$ cat src/cpuDefines.svh
`ifndef CPU_DEFINES_SVH
`define CPU_DEFINES_SVH

`define WORD_W 24
`define REG_ADDR_W 3
`define REG_COUNT 8
`define MEM_DEPTH 1024
`define WORD_BYTES 3

// instruction field positions within IR.
`define COND_HI 23
`define COND_LO 22
`define OPC_HI 21
`define OPC_LO 17
`define S_BIT 16
`define RD_HI 15
`define RS1_HI 12
`define RS2_HI 9
`define IMM10_W 10
`define IMM17_W 17

`endif
$ cat src/cpuPkg.sv
`default_nettype none
`include "cpuDefines.svh"

package cpuPkg;

	typedef logic [`WORD_W-1:0] wordT;
	typedef logic [`REG_ADDR_W-1:0] regIdxT;

	// codes 13 to 31 are not listed here and run as no-ops.
	typedef enum logic [4:0] {
		OP_AND = 5'd0,
		OP_ADD = 5'd1,
		OP_SUB = 5'd2,
		OP_SLL = 5'd3,
		OP_MAX = 5'd4,
		OP_ANDI = 5'd5,
		OP_ADDI = 5'd6,
		OP_LW = 5'd7,
		OP_SW = 5'd8,
		OP_BEQ = 5'd9,
		OP_J = 5'd10,
		OP_JR = 5'd11,
		OP_CALL = 5'd12
	} opcodeT;

	typedef enum logic [2:0] {
		ALU_AND,
		ALU_ADD,
		ALU_SUB,
		ALU_SLL,
		ALU_MAX
	} aluOpT;

	typedef enum logic [2:0] {
		FETCH,
		DECODE,
		EXECUTE,
		MEMORY,
		WRITEBACK
	} stateT;

	typedef enum logic [1:0] {WB_ALU, WB_MEM, WB_LINK} wbSelT;

	typedef enum logic [1:0] {PC_SEQ, PC_BRANCH, PC_JUMP, PC_REG} pcSelT;

endpackage

`default_nettype wire

$ cat src/ctrlIf.sv
`timescale 1ns/1ps
`default_nettype none

interface ctrlIf;
	logic irLoad;
	logic pcLoad;
	cpuPkg::pcSelT pcSel;
	cpuPkg::aluOpT aluOp;
	logic aluSrcImm;
	logic opLoad;
	logic resultLoad;
	logic memWrite;
	logic mdrLoad;
	logic regWrite;
	cpuPkg::wbSelT wbSel;
	logic rdIsSource;	// second read port takes Rd instead of Rs2.

	// decoded fields and the ALU zero travel back to the control unit.
	cpuPkg::opcodeT opcode;
	logic [1:0] cond;
	logic sBit;
	logic aluZero;

	modport ctrl (
		output irLoad, pcLoad, pcSel, aluOp, aluSrcImm, opLoad, resultLoad,
		output memWrite, mdrLoad, regWrite, wbSel, rdIsSource,
		input opcode, cond, sBit, aluZero
	);

	modport dp (
		input irLoad, pcLoad, pcSel, aluOp, aluSrcImm, opLoad, resultLoad,
		input memWrite, mdrLoad, regWrite, wbSel, rdIsSource,
		output opcode, cond, sBit, aluZero
	);
endinterface

`default_nettype wire

$ cat src/controlUnit.sv
`timescale 1ns/1ps
`default_nettype none

module controlUnit (
	input wire logic clk,
	input wire logic reset,
	ctrlIf.ctrl ctl,
	output logic retire
);
	cpuPkg::stateT state, nextState;
	logic zFlag;
	logic condPass;
	logic isAluType;

	function automatic cpuPkg::aluOpT aluOpFor(input cpuPkg::opcodeT opc);
		case (opc)
			cpuPkg::OP_AND, cpuPkg::OP_ANDI:
				return cpuPkg::ALU_AND;
			cpuPkg::OP_SUB, cpuPkg::OP_BEQ:
				return cpuPkg::ALU_SUB;
			cpuPkg::OP_SLL:
				return cpuPkg::ALU_SLL;
			cpuPkg::OP_MAX:
				return cpuPkg::ALU_MAX;
			default:
				return cpuPkg::ALU_ADD;	// also the address adder for LW and SW.
		endcase
	endfunction

	always_comb
	begin
		case (ctl.cond)
			2'b00: condPass = 1'b1;
			2'b01: condPass = zFlag;
			2'b10: condPass = !zFlag;
			default: condPass = 1'b0;
		endcase
	end

	assign isAluType = ctl.opcode inside {[cpuPkg::OP_AND:cpuPkg::OP_ADDI]};

	always_comb
	begin
		nextState = cpuPkg::FETCH;
		ctl.irLoad = 1'b0;
		ctl.pcLoad = 1'b0;
		ctl.pcSel = cpuPkg::PC_SEQ;
		ctl.aluOp = cpuPkg::ALU_ADD;
		ctl.aluSrcImm = 1'b0;
		ctl.opLoad = 1'b0;
		ctl.resultLoad = 1'b0;
		ctl.memWrite = 1'b0;
		ctl.mdrLoad = 1'b0;
		ctl.regWrite = 1'b0;
		ctl.wbSel = cpuPkg::WB_ALU;
		ctl.rdIsSource = 1'b0;
		retire = 1'b0;
		case (state)
			cpuPkg::FETCH:
			begin
				ctl.irLoad = 1'b1;
				nextState = cpuPkg::DECODE;
			end
			cpuPkg::DECODE:
			begin
				ctl.opLoad = 1'b1;
				ctl.rdIsSource = ctl.opcode inside {cpuPkg::OP_SW, cpuPkg::OP_BEQ};
				if (condPass)
					nextState = cpuPkg::EXECUTE;
				else
				begin
					// skipped by its condition so it retires here.
					ctl.pcLoad = 1'b1;
					retire = 1'b1;
				end
			end
			cpuPkg::EXECUTE:
			begin
				ctl.resultLoad = 1'b1;
				ctl.aluOp = aluOpFor(ctl.opcode);
				ctl.aluSrcImm = ctl.opcode inside {cpuPkg::OP_ANDI, cpuPkg::OP_ADDI,
					cpuPkg::OP_LW, cpuPkg::OP_SW};
				case (ctl.opcode)
					cpuPkg::OP_LW, cpuPkg::OP_SW:
						nextState = cpuPkg::MEMORY;
					cpuPkg::OP_BEQ:
					begin
						ctl.pcLoad = 1'b1;
						ctl.pcSel = ctl.aluZero ? cpuPkg::PC_BRANCH : cpuPkg::PC_SEQ;
						retire = 1'b1;
					end
					cpuPkg::OP_J:
					begin
						ctl.pcLoad = 1'b1;
						ctl.pcSel = cpuPkg::PC_JUMP;
						retire = 1'b1;
					end
					cpuPkg::OP_JR:
					begin
						ctl.pcLoad = 1'b1;
						ctl.pcSel = cpuPkg::PC_REG;
						retire = 1'b1;
					end
					cpuPkg::OP_CALL:
					begin
						ctl.pcLoad = 1'b1;
						ctl.pcSel = cpuPkg::PC_JUMP;
						ctl.regWrite = 1'b1;
						ctl.wbSel = cpuPkg::WB_LINK;
						retire = 1'b1;
					end
					default:
						nextState = cpuPkg::WRITEBACK;
				endcase
			end
			cpuPkg::MEMORY:
			begin
				if (ctl.opcode == cpuPkg::OP_LW)
				begin
					ctl.mdrLoad = 1'b1;
					nextState = cpuPkg::WRITEBACK;
				end
				else
				begin
					ctl.memWrite = 1'b1;
					ctl.pcLoad = 1'b1;
					retire = 1'b1;
				end
			end
			cpuPkg::WRITEBACK:
			begin
				ctl.pcLoad = 1'b1;
				ctl.regWrite = isAluType || (ctl.opcode == cpuPkg::OP_LW);	// no-ops write nothing.
				ctl.wbSel = (ctl.opcode == cpuPkg::OP_LW) ? cpuPkg::WB_MEM : cpuPkg::WB_ALU;
				retire = 1'b1;
			end
			default:
				nextState = cpuPkg::FETCH;
		endcase
	end

	always_ff @(posedge clk or negedge reset)
	begin
		if (!reset)
		begin
			state <= cpuPkg::FETCH;
			zFlag <= 1'b0;
		end
		else
		begin
			state <= nextState;
			// only instructions that passed their condition reach EXECUTE.
			if (state == cpuPkg::EXECUTE && isAluType && ctl.sBit)
				zFlag <= ctl.aluZero;
		end
	end

	legalState: assert property (@(posedge clk) disable iff (!reset)
		state inside {cpuPkg::FETCH, cpuPkg::DECODE, cpuPkg::EXECUTE,
			cpuPkg::MEMORY, cpuPkg::WRITEBACK});
	noRetireInFetch: assert property (@(posedge clk) disable iff (!reset)
		state == cpuPkg::FETCH |-> !retire);
endmodule

`default_nettype wire

$ cat src/flat_wrapper.sv
// flat-port wrapper written by rule: the top's interface ports become plain ports
module controlUnit_flat 
  (clk, reset, retire, ctl_irLoad, ctl_pcLoad, ctl_pcSel, ctl_aluOp, ctl_aluSrcImm, ctl_opLoad, ctl_resultLoad, ctl_memWrite, ctl_mdrLoad, ctl_regWrite, ctl_wbSel, ctl_rdIsSource, ctl_opcode, ctl_cond, ctl_sBit, ctl_aluZero);
  ctrlIf ctl_i ();
  input wire logic clk;
  input wire logic reset;
  output logic retire;
  output wire logic [$bits(ctl_i.irLoad)-1:0] ctl_irLoad;
  output wire logic [$bits(ctl_i.pcLoad)-1:0] ctl_pcLoad;
  output wire logic [$bits(ctl_i.pcSel)-1:0] ctl_pcSel;
  output wire logic [$bits(ctl_i.aluOp)-1:0] ctl_aluOp;
  output wire logic [$bits(ctl_i.aluSrcImm)-1:0] ctl_aluSrcImm;
  output wire logic [$bits(ctl_i.opLoad)-1:0] ctl_opLoad;
  output wire logic [$bits(ctl_i.resultLoad)-1:0] ctl_resultLoad;
  output wire logic [$bits(ctl_i.memWrite)-1:0] ctl_memWrite;
  output wire logic [$bits(ctl_i.mdrLoad)-1:0] ctl_mdrLoad;
  output wire logic [$bits(ctl_i.regWrite)-1:0] ctl_regWrite;
  output wire logic [$bits(ctl_i.wbSel)-1:0] ctl_wbSel;
  output wire logic [$bits(ctl_i.rdIsSource)-1:0] ctl_rdIsSource;
  input wire logic [$bits(ctl_i.opcode)-1:0] ctl_opcode;
  input wire logic [$bits(ctl_i.cond)-1:0] ctl_cond;
  input wire logic [$bits(ctl_i.sBit)-1:0] ctl_sBit;
  input wire logic [$bits(ctl_i.aluZero)-1:0] ctl_aluZero;
  assign ctl_irLoad = ctl_i.irLoad;
  assign ctl_pcLoad = ctl_i.pcLoad;
  assign ctl_pcSel = ctl_i.pcSel;
  assign ctl_aluOp = ctl_i.aluOp;
  assign ctl_aluSrcImm = ctl_i.aluSrcImm;
  assign ctl_opLoad = ctl_i.opLoad;
  assign ctl_resultLoad = ctl_i.resultLoad;
  assign ctl_memWrite = ctl_i.memWrite;
  assign ctl_mdrLoad = ctl_i.mdrLoad;
  assign ctl_regWrite = ctl_i.regWrite;
  assign ctl_wbSel = ctl_i.wbSel;
  assign ctl_rdIsSource = ctl_i.rdIsSource;
  assign ctl_i.opcode = ctl_opcode;
  assign ctl_i.cond = ctl_cond;
  assign ctl_i.sBit = ctl_sBit;
  assign ctl_i.aluZero = ctl_aluZero;
  controlUnit u_core (.clk(clk), .reset(reset), .ctl(ctl_i), .retire(retire));
endmodule
$ cat config.mk
export PLATFORM = sky130hd
export DESIGN_NAME = controlUnit_flat
export DESIGN_NICKNAME = d
export VERILOG_FILES = /design/src/cpuPkg.sv /design/src/ctrlIf.sv /design/src/controlUnit.sv /design/src/flat_wrapper.sv
export VERILOG_INCLUDE_DIRS = /design/src /design/src/src
export SDC_FILE = /design/constraint.sdc
export NUM_CORES = 1
export LEC_CHECK = 0
export BUFFER_PORTS_ARGS = -buffer_cell sky130_fd_sc_hd__buf_4
export CAP_MARGIN = 0
export CELL_PAD_IN_SITES_DETAIL_PLACEMENT = 1
export CELL_PAD_IN_SITES_GLOBAL_PLACEMENT = 1
export CORE_UTILIZATION = 25
export CTS_CLUSTER_DIAMETER = 30
export CTS_CLUSTER_SIZE = 40
export DETAILED_ROUTE_END_ITERATION = 10
export GPL_TIMING_DRIVEN = 1
export PLACE_DENSITY = 0.63
export SLEW_MARGIN = 20
export SYNTH_ARGS = -nofsm -noshare
export SYNTH_HDL_FRONTEND = slang
export SYNTH_SLANG_ARGS = --single-unit
$ cat constraint.sdc
create_clock -name clk -period 3.8 [get_ports clk]
set_clock_uncertainty 0.15 [all_clocks]
set_input_delay 0.76 -clock clk [delete_from_list [all_inputs] [get_ports clk]]
set_output_delay 0.76 -clock clk [all_outputs]
set_load 0.005 [all_outputs]
==> results of run 1 <==
==> power groups by stage <==
stage	clock network, uW	logic, uW	registers, uW
after floorplan	0	133	80.9
after global placement	0	191	102
after detailed placement	0	195	101
after CTS	53.8	196	99.9
after global routing	59.4	216	105
final	51.7	192	99.9
==> cell usage after synthesis, types with 2 or more instances <==
library cell	n	area share
nor2_1	8	0.054
o21ai_0	6	0.054
buf_2	5	0.045
nand2b_1	5	0.057
nor2b_1	5	0.057
nor3_1	5	0.045
a21oi_1	4	0.036
dfrtp_1	4	0.18
nand2_1	4	0.027
nor4_1	3	0.034
nand4b_1	2	0.032
==> logic make-up (layout without fill, tap and decap cells) <==
logic type	after synthesis	after routing
simple gates	42	42
buf+inv	8	31
compound gates	16	16
flops	4	4
mux	3	3
==> state kept, by name, indices dropped and copies added (netlist names) <==
name,count
u_core.state,3
u_core.zFlag,1
==> path summary, 6_finish.rpt <==
path	startpoint	endpoint	slack [ns]	depth (start not counted)
min reg2reg	u_core.zFlag$_DFFE_PN0P_	u_core.zFlag$_DFFE_PN0P_	0.35	1
max in group asynchronous	reset	u_core.zFlag$_DFFE_PN0P_	3.24	1
max reg2reg	u_core.state[0]$_DFF_PN0_	u_core.zFlag$_DFFE_PN0P_	2.06	3
min in group clk	u_core.zFlag$_DFFE_PN0P_	u_core.zFlag$_DFFE_PN0P_	0.35	1
min	reset	u_core.state[2]$_DFF_PN0_	0.17	1
max	ctl_opcode[4]	ctl_pcSel[0]	1.06	5
==> layout make-up <==
type	count	area (um^2)	share of cell area
multi-input cells	61	404.1	0.5269
repair buffers	27	202.7	0.2643
flip-flops and latches	4	100.1	0.1305
clock buffers	3	22.52	0.02936
well taps	27	33.78	0.04405
inverters	1	3.754	0.004894
==> critical path, stage by stage <==
cell,delay [ns]
buf_4,0.15
nor4b_4,0.34
nand2_1,0.16
nor4b_2,0.26
buf_4,0.15
==> per-layer routing <==
metal / global-route usage / vias up
li1: - / 315
met1: 0.2086 / 316
met2: 0.2616 / 17
met3: 0.01869 / 2
met4: 0.07353 / 0
met5: 0 / -
==> stage by stage <==
step	cell area, um^2	utilization	setup WS (ns)	hold slack (ns)	total power, uW
floorplan	551.8	-	1.243	0.3144	213.5
global placement	744.5	0.3682	1.100	0.3501	292.8
detailed placement	744.5	0.3682	1.049	0.3494	296.1
CTS	767.0	0.3793	1.045	0.1603	350.0
global route	767.0	0.3793	0.9122	0.1483	381.3
finish	767.0	0.3793	1.062	0.1657	343.4
==> results.md, run 1 <==
• **run status** completed
• **post-synthesis average cell area** 7.559 um^2
• **Final GP Congestion** 0.7311
• **endpoints failing setup** 0
• **Die X-Extent** 48.98 um
• **Nets** 109
• **internal power consumption** 204.3 uW
• **Detail Route met2 WL** 789 um
• **Fill cells** 261
• **most frequent standard cell in the layout excluding fill and tap cells** buf_4
• **CTS H-tree depth** 1
• **synthesized instance count** 73
• **Compound-Gate Fraction of Synth Area** 0.1814
• **Total Negative Setup Slacks** 0 ns
• **Iter 0 DRT Violations** 6
• **Placement Rows** 16
• **clock share of power** 0.151
• **P&R area growth vs syn** 39.00%
• **power per cell area** 447.7 nW/um^2
• **HP Class** in2async
• **Worst-Margin Slew** 0.4518 ns
• **Antenna Diode Count** 0
• **count of TritonRoute iterations in the first routing pass** 3
• **max frequency** 365.3 MHz
• **IO buf count** 27
• **top layer reached by signal wires** met4
• **number of flops mapped to enable cells by yosys** 0
• **final cycle utilization of the critical path** 0.7205
• **clock tree from TritonCTS** built
• **total vias in the final route** 650
• **Post-Layout Cell Count** 123
• **combinational share of power** 0.559
• **async set-reset flop share out of synthesis** 1.000
• **clk_lat worst skew** 0.23 ns
• **post-CTS setup buffer count** 0
• **sum of met3 wire segment lengths after detailed routing** 42 um
• **min Tclk post-route** 2.738 ns
• **worst vdd ir** 0.2147 mV
• **count of antenna-violating nets left after detailed routing** 0
• **Synthesis Warnings** 0
• **Post-Synth XOR/XNOR Area** 0
• **flip-flop and latch count after synthesis** 4
• **kind of end point of the critical path** primary output
• **die area** 2399 um^2
• **register clock-pin slew on the reported worst setup and hold paths** 0.04 ns
• **cell chosen for the clock root** clkbuf_4
• **NetSw** 139.1 uW
• **number of antenna violations at the first check in global routing** 0
• **worst-path fanout max** 10
• **placeable core area** 2022 um^2
• **DR DRC count** 0
• **Post-Synthesis Cell Area** 551.8 um^2
• **post-cts repair resize count** 0
• **net switching fraction of the power** 0.4050
• **Worst slew margin** 0.6988
• **WL/cell** 13.22 um
• **total gr overflow** 0
• **wire length after detailed routing** 1.626 mm
• **M1 wire length** 771 um
• **initial standard-cell utilization of the core** 0.2729
• **number of max-capacitance violations reported** 0
• **HPWL after DPL** 1.206 mm
• **total global-route track usage** 0.1600
• **critical path type** in2out
• **combinational family with the most area after synthesis** simple AND/OR/NAND/NOR gates
• **register share of total power** 0.291
• **CP Data Required Time** 2.89 ns
• **number of sinks on the clock net** 4
• **Inserted Clock Buffers** 3
• **ratio of cells with drive above 1 in the final layout** 0.3438
• **CTS max path bufs** 2
• **leading register cell type out of synthesis** dfrtp_1
• **synthesized netlist net count** 84
• **Final Hold Violating Endpoints** 0
• **post-synthesis simple-gate area fraction** 0.4921
• **Die Height** 48.98 um
• **fraction of the yosys area taken by sequential cells** 0.1814
• **io pins** 28
• **arrival time at the worst endpoint** 1.83 ns
• **Avg Vias per Cell** 5.285
• **count of different cell masters after synthesis** 33
• **Pins Over Slew Limit** 0
• **adder-cell share of the synthesized area** 0
• **share of cell area taken by muxes after synthesis** 0.05896
• **hold buffers post-CTS** 0
• **Post-Place Cells** 120
• **vias in the first global route** 663
• **crit path launch type** primary input
• **commonest cells after routing, fill and taps aside** buf_4, nor2_1, o21ai_0
• **setup repair after global routing missed its margin** false
• **pin count of the biggest net entering global routing** 17
• **wire length of the first global-routing pass** 2.953 mm
• **leakage power** 0.0003295 uW
Power figures use the tool's default switching activity.
==> inputs of run 2 (changes only) <==
PLACE_DENSITY = 0.66   (was 0.63)
clock period = 2.2 ns   (was 3.8 ns; I/O delays follow)
==> results.md, run 2 (synthesis gave the netlist of run 1 again) <==
• **HP Class** in2reg
• **endpoints failing setup** 0
• **crit path cell chain** nor4b_4 > nand2_2 > nor4b_2 > buf_4
• **count of TritonRoute iterations in the first routing pass** 4
• **max frequency** 475.0 MHz
• **P&R area growth vs syn** 49.89%
• **count of antenna-violating nets left after detailed routing** 0
• **critical path type** reg2out
• **number of sinks on the clock net** 4
• **Placement Rows** 16
• **cell count of the worst reg-to-reg path** 4
• **Antenna Diode Count** 0
• **leakage power** 0.0003546 uW
• **worst-path fanout max** 10
• **run status** completed
• **standard cell with the maximum stage delay on the critical path** dfrtp_2
• **kind of end point of the critical path** primary output
• **setup repair after global routing missed its margin** false
• **top flop regs** u_core.state: 3 flops, u_core.zFlag: 1 flops
• **io pins** 28
• **min Tclk post-route** 2.105 ns
• **worst reg2reg setup slack** 0.59 ns
• **Die Height** 48.98 um
• **cell type group with the largest total delay on the critical path** simple AND/OR/NAND/NOR gates
• **most frequent standard cell in the layout excluding fill and tap cells** buf_4
• **CTS H-tree depth** 1
• **Critical Path Max Stage Delay** 0.48 ns
• **register clock-pin slew on the reported worst setup and hold paths** 0.04 ns
• **CP Data Required Time** 1.61 ns
• **Final GP Congestion** 0.7240
• **number of antenna violations at the first check in global routing** 0
• **Iter 0 DRT Violations** 3
• **clock tree from TritonCTS** built
• **number of max-capacitance violations reported** 0
• **Avg Vias per Cell** 5.125
• **Total Negative Setup Slacks** 0 ns
• **wire length of the first global-routing pass** 2.842 mm
• **arrival time at the worst endpoint** 1.52 ns
• **power per cell area** 799.7 nW/um^2
• **Fill cells** 264
• **Pins Over Slew Limit** 0
• **DR DRC count** 0
• **total gr overflow** 0
• **worst hold path endpoint** u_core.zFlag$_DFFE_PN0P_
• **worst vdd ir** 0.5070 mV
• **Nets** 114
• **die area** 2399 um^2
• **placeable core area** 2022 um^2
• **total global-route track usage** 0.1482
• **ratio of cells with drive above 1 in the final layout** 0.4257
• **HPWL after DPL** 1.216 mm
• **Worst slew margin** 0.7537
• **critical register-to-register path startpoint** u_core.state[0]$_DFF_PN0_
• **Worst-Margin Slew** 0.3643 ns
• **cell chosen for the clock root** clkbuf_4
• **Die X-Extent** 48.98 um
• **CTS max path bufs** 2
• **terminus of the critical flop-to-flop path** u_core.zFlag$_DFFE_PN0P_
• **wire length after detailed routing** 1.670 mm
• **initial standard-cell utilization of the core** 0.2729
• **total vias in the final route** 656
• **Layout Utilization** 0.4090
• **pin count of the biggest net entering global routing** 17
• **source of the worst hold timing path** ctl_aluZero
• **register bank with the most flops** u_core.state
• **flip-flop count of the largest register after layout** 3
• **commonest cells after routing, fill and taps aside** buf_4, nor2_1, o21ai_0
• **vias in the first global route** 605
• **instance count along the most critical hold path** 2
• **IO buf count** 27
• **clk_lat worst skew** 0.24 ns
• **final cycle utilization of the critical path** 0.9568
• **crit path launch type** register
• **crit path buf inv count** 1
• **Final Hold Violating Endpoints** 0
• **Inserted Clock Buffers** 3
• **WL/cell** 13.05 um
==> run 2: layout make-up <==
cell class | instances | area [um^2] | share of cell area
Tap cell | 27 | 33.78 | 0.04085
Multi-Input combinational cell | 61 | 421.7 | 0.5098
Inverter | 1 | 3.754 | 0.004539
Sequential cell | 4 | 102.6 | 0.1241
Clock buffer | 3 | 22.52 | 0.02723
Timing Repair Buffer | 32 | 242.7 | 0.2935
==> run 2: metal layers <==
metal / share of wire / vias up / track usage
li1: - / 330 / -
met1: 0.51 / 311 / 0.2064
met2: 0.45 / 15 / 0.2292
met3: 0.038 / 0 / 0.04361
met4: 0 / 0 / 0.01961
met5: 0 / - / 0
==> run 2: what timing repair did <==
action	4_1_cts	5_1_grt
hold buffers	1	0
buffers inserted	0	2
gates resized for setup	3	3
hold endpoints to repair	4	0
pin swaps	0	1
setup endpoints to repair	4	4
gates cloned	0	0
==> run 2: how the worst max path moves through the flow <==
stage | start | end | slack (ns) | depth (start not counted)
2_1_floorplan | ctl_opcode[0] | retire | 0.28 | 5
4_1_cts | u_core.state[0]$_DFF_PN0_ | ctl_pcSel[0] | 0.005 | 4
5_1_grt | u_core.state[2]$_DFF_PN0_ | ctl_pcSel[0] | 0.008 | 4
3_3_place_gp | u_core.state[2]$_DFF_PN0_ | ctl_pcLoad | 0.23 | 4
3_5_place_dp | u_core.state[0]$_DFF_PN0_ | ctl_pcSel[0] | 0.20 | 4
6_report | u_core.state[0]$_DFF_PN0_ | ctl_pcSel[0] | 0.09 | 4
==> run 2: worst reg2reg max path, stage by stage (launching register included) <==
cell      delay (ns)
dfrtp_2         0.48
nor4b_4         0.27
buf_4           0.18
nand4b_1        0.10
mux2_1          0.31
==> run 2: where the power goes <==
part | leakage (uW) | switching, uW | internal (uW) | total, uW
logic | 0.000291 | 166 | 232 | 398
registers | 0.0000493 | 62.8 | 108 | 171
clock network | 0.0000138 | 31.2 | 61.1 | 92.4
total | 0.000355 | 260 | 401 | 661
==> run 2: metrics by stage <==
stage | hold WS, ns | cell area, um^2 | worst slack [ns] | total power (uW) | instances
3_3_place_gp | 0.08954 | 759.5 | 0.2285 | 524.4 | 122
3_5_place_dp | 0.09220 | 759.5 | 0.1964 | 525.3 | 122
4_1_cts | 0.2817 | 797.0 | 0.004744 | 630.3 | 126
2_1_floorplan | -0.005591 | 551.8 | 0.2832 | 368.8 | 73
6_report | 0.2854 | 827.0 | 0.09495 | 661.4 | 128
5_1_grt | 0.2869 | 827.0 | 0.008103 | 717.6 | 128
==> inputs of run 3 (changes only) <==
CORE_MARGIN = 5   (was not set)
==> results.md, run 3 (synthesis gave the netlist of run 1 again) <==
• **run status** completed
• **flip-flop count of the largest register after layout** 3
• **kind of end point of the critical path** primary output
• **Fill cells** 278
• **vias in the first global route** 623
• **HP Class** in2reg
• **critical path type** reg2out
• **worst hold-check slack** 0.2848 ns
• **count of TritonRoute iterations in the first routing pass** 3
• **pin count of the biggest net entering global routing** 17
• **Worst slew margin** 0.7753
• **ratio of cells with drive above 1 in the final layout** 0.3922
• **number of sinks on the clock net** 4
• **Die X-Extent** 56.98 um
• **initial standard-cell utilization of the core** 0.2543
• **final cycle utilization of the critical path** 0.9730
• **total global-route track usage** 0.1018
• **Nets** 115
• **clk_lat worst skew** 0.23 ns
• **min Tclk post-route** 2.141 ns
• **Inserted Clock Buffers** 3
• **die area** 3247 um^2
• **Pins Over Slew Limit** 0
• **Final Hold Violating Endpoints** 0
• **HPWL after DPL** 1.295 mm
• **Post-Place Cells** 123
• **CTS H-tree depth** 1
• **max frequency** 467.2 MHz
• **top flop regs** u_core.state: 3 flops, u_core.zFlag: 1 flops
• **cell chosen for the clock root** clkbuf_4
• **Total Negative Setup Slacks** 0 ns
• **routing usage on met1** 0.1298
• **CP Data Required Time** 1.61 ns
• **Post-Layout Cell Count** 130
• **IO buf count** 27
• **Placement Rows** 17
• **register clock-pin slew on the reported worst setup and hold paths** 0.04 ns
• **commonest cells after routing, fill and taps aside** buf_4, nor2_1
• **number of antenna violations at the first check in global routing** 0
• **number of max-capacitance violations reported** 0
• **Die Height** 56.98 um
• **post-layout power** 651.7 uW
• **worst vdd ir** 0.6054 mV
• **leakage power** 0.0003581 uW
• **P&R area growth vs syn** 48.30%
• **placeable core area** 2170 um^2
• **wire length after detailed routing** 1.691 mm
• **clock tree from TritonCTS** built
• **Avg Vias per Cell** 4.854
• **most frequent standard cell in the layout excluding fill and tap cells** buf_4
• **power per cell area** 796.4 nW/um^2
• **Antenna Diode Count** 0
• **met3 capacity usage during global routing** 0.01357
• **total gr overflow** 0
• **Worst-Margin Slew** 0.3324 ns
• **DR DRC count** 0
• **Iter 0 DRT Violations** 11
• **most crowded layer after global routing** met2
• **count of antenna-violating nets left after detailed routing** 0
• **endpoints failing setup** 0
• **setup repair after global routing missed its margin** false
• **wire length of the first global-routing pass** 2.684 mm
• **total vias in the final route** 631
• **met2 capacity usage during global routing** 0.1729
• **arrival time at the worst endpoint** 1.55 ns
• **WL/cell** 13.01 um
• **io pins** 28
• **crit path launch type** register
• **worst-path fanout max** 6
• **register bank with the most flops** u_core.state
• **CTS max path bufs** 2
• **Final GP Congestion** 0.7321
• **worst reg2reg setup slack** 0.58 ns
-- run 3: changes by cell type in the layout (fill, tap and decap cells not counted) --
| cell | change |
|---|---|
| dfrtp_1 | +1 |
| nor4_2 | -1 |
| buf_4 | +1 |
| dfrtp_2 | -1 |
| nor4_1 | +1 |
| o21ai_0 | -1 |
| nand2_1 | +1 |
| o21ai_1 | +1 |
| o32ai_2 | -1 |
| o32ai_1 | +1 |
| nand2_2 | -1 |
-- run 3: report_power, final --
group | internal, uW | switching (uW) | total, uW
logic | 231 | 175 | 406
registers | 106 | 49.2 | 156
clock network | 60.9 | 28.8 | 89.7
total | 398 | 253 | 652
-- run 3: critical path, stage by stage, from the launching register on --
cell,delay (ns)
dfrtp_2,0.44
and2b_2,0.28
o21ai_1,0.08
o32ai_1,0.34
buf_4,0.17
-- run 3: timing repair --
action | in CTS | in global routing
endpoints found under the hold margin | 4 | 0
resized for setup | 1 | 2
hold buffers | 1 | 0
endpoints found under the setup margin | 2 | 2
pin swaps | 0 | 1
buffers inserted | 0 | 3
-- run 3: path summary, 6_finish.rpt --
path                                           start                        end  depth (start not counted)
max in group asynchronous                      reset  u_core.state[2]$_DFF_PN0_                          2
hold / removal                           ctl_aluZero   u_core.zFlag$_DFFE_PN0P_                          2
hold reg to reg             u_core.zFlag$_DFFE_PN0P_   u_core.zFlag$_DFFE_PN0P_                          1
setup reg to reg           u_core.state[0]$_DFF_PN0_   u_core.zFlag$_DFFE_PN0P_                          4
min in group asynchronous                      reset   u_core.zFlag$_DFFE_PN0P_                          2
setup / recovery           u_core.state[2]$_DFF_PN0_                 ctl_pcLoad                          4
-- run 3: layout make-up --
cell class                      instances  area [um^2]  share of cell area
Multi-Input combinational cell         61        405.4              0.4954
Timing Repair Buffer                   33        250.2              0.3058
Inverter                                1        3.754            0.004587
Tap cell                               28        35.03             0.04281
Clock buffer                            3        22.52             0.02752
Sequential cell                         4        101.3              0.1239
-- run 3: metrics by stage --
step	utilization	instance area, um^2	worst slack (ns)
after floorplan	-	551.8	0.2832
after global placement	0.3506	760.7	0.2308
after detailed placement	0.3506	760.7	0.2350
after CTS	0.3662	794.5	0.01418
after global routing	0.3772	818.3	0.008377
final	0.3772	818.3	0.05944
-- run 3: routing by layer --
metal	part of all wire	wire, um
met5	0	0
met4	0	0
met3	0.037	63
met2	0.51	866
met1	0.45	762
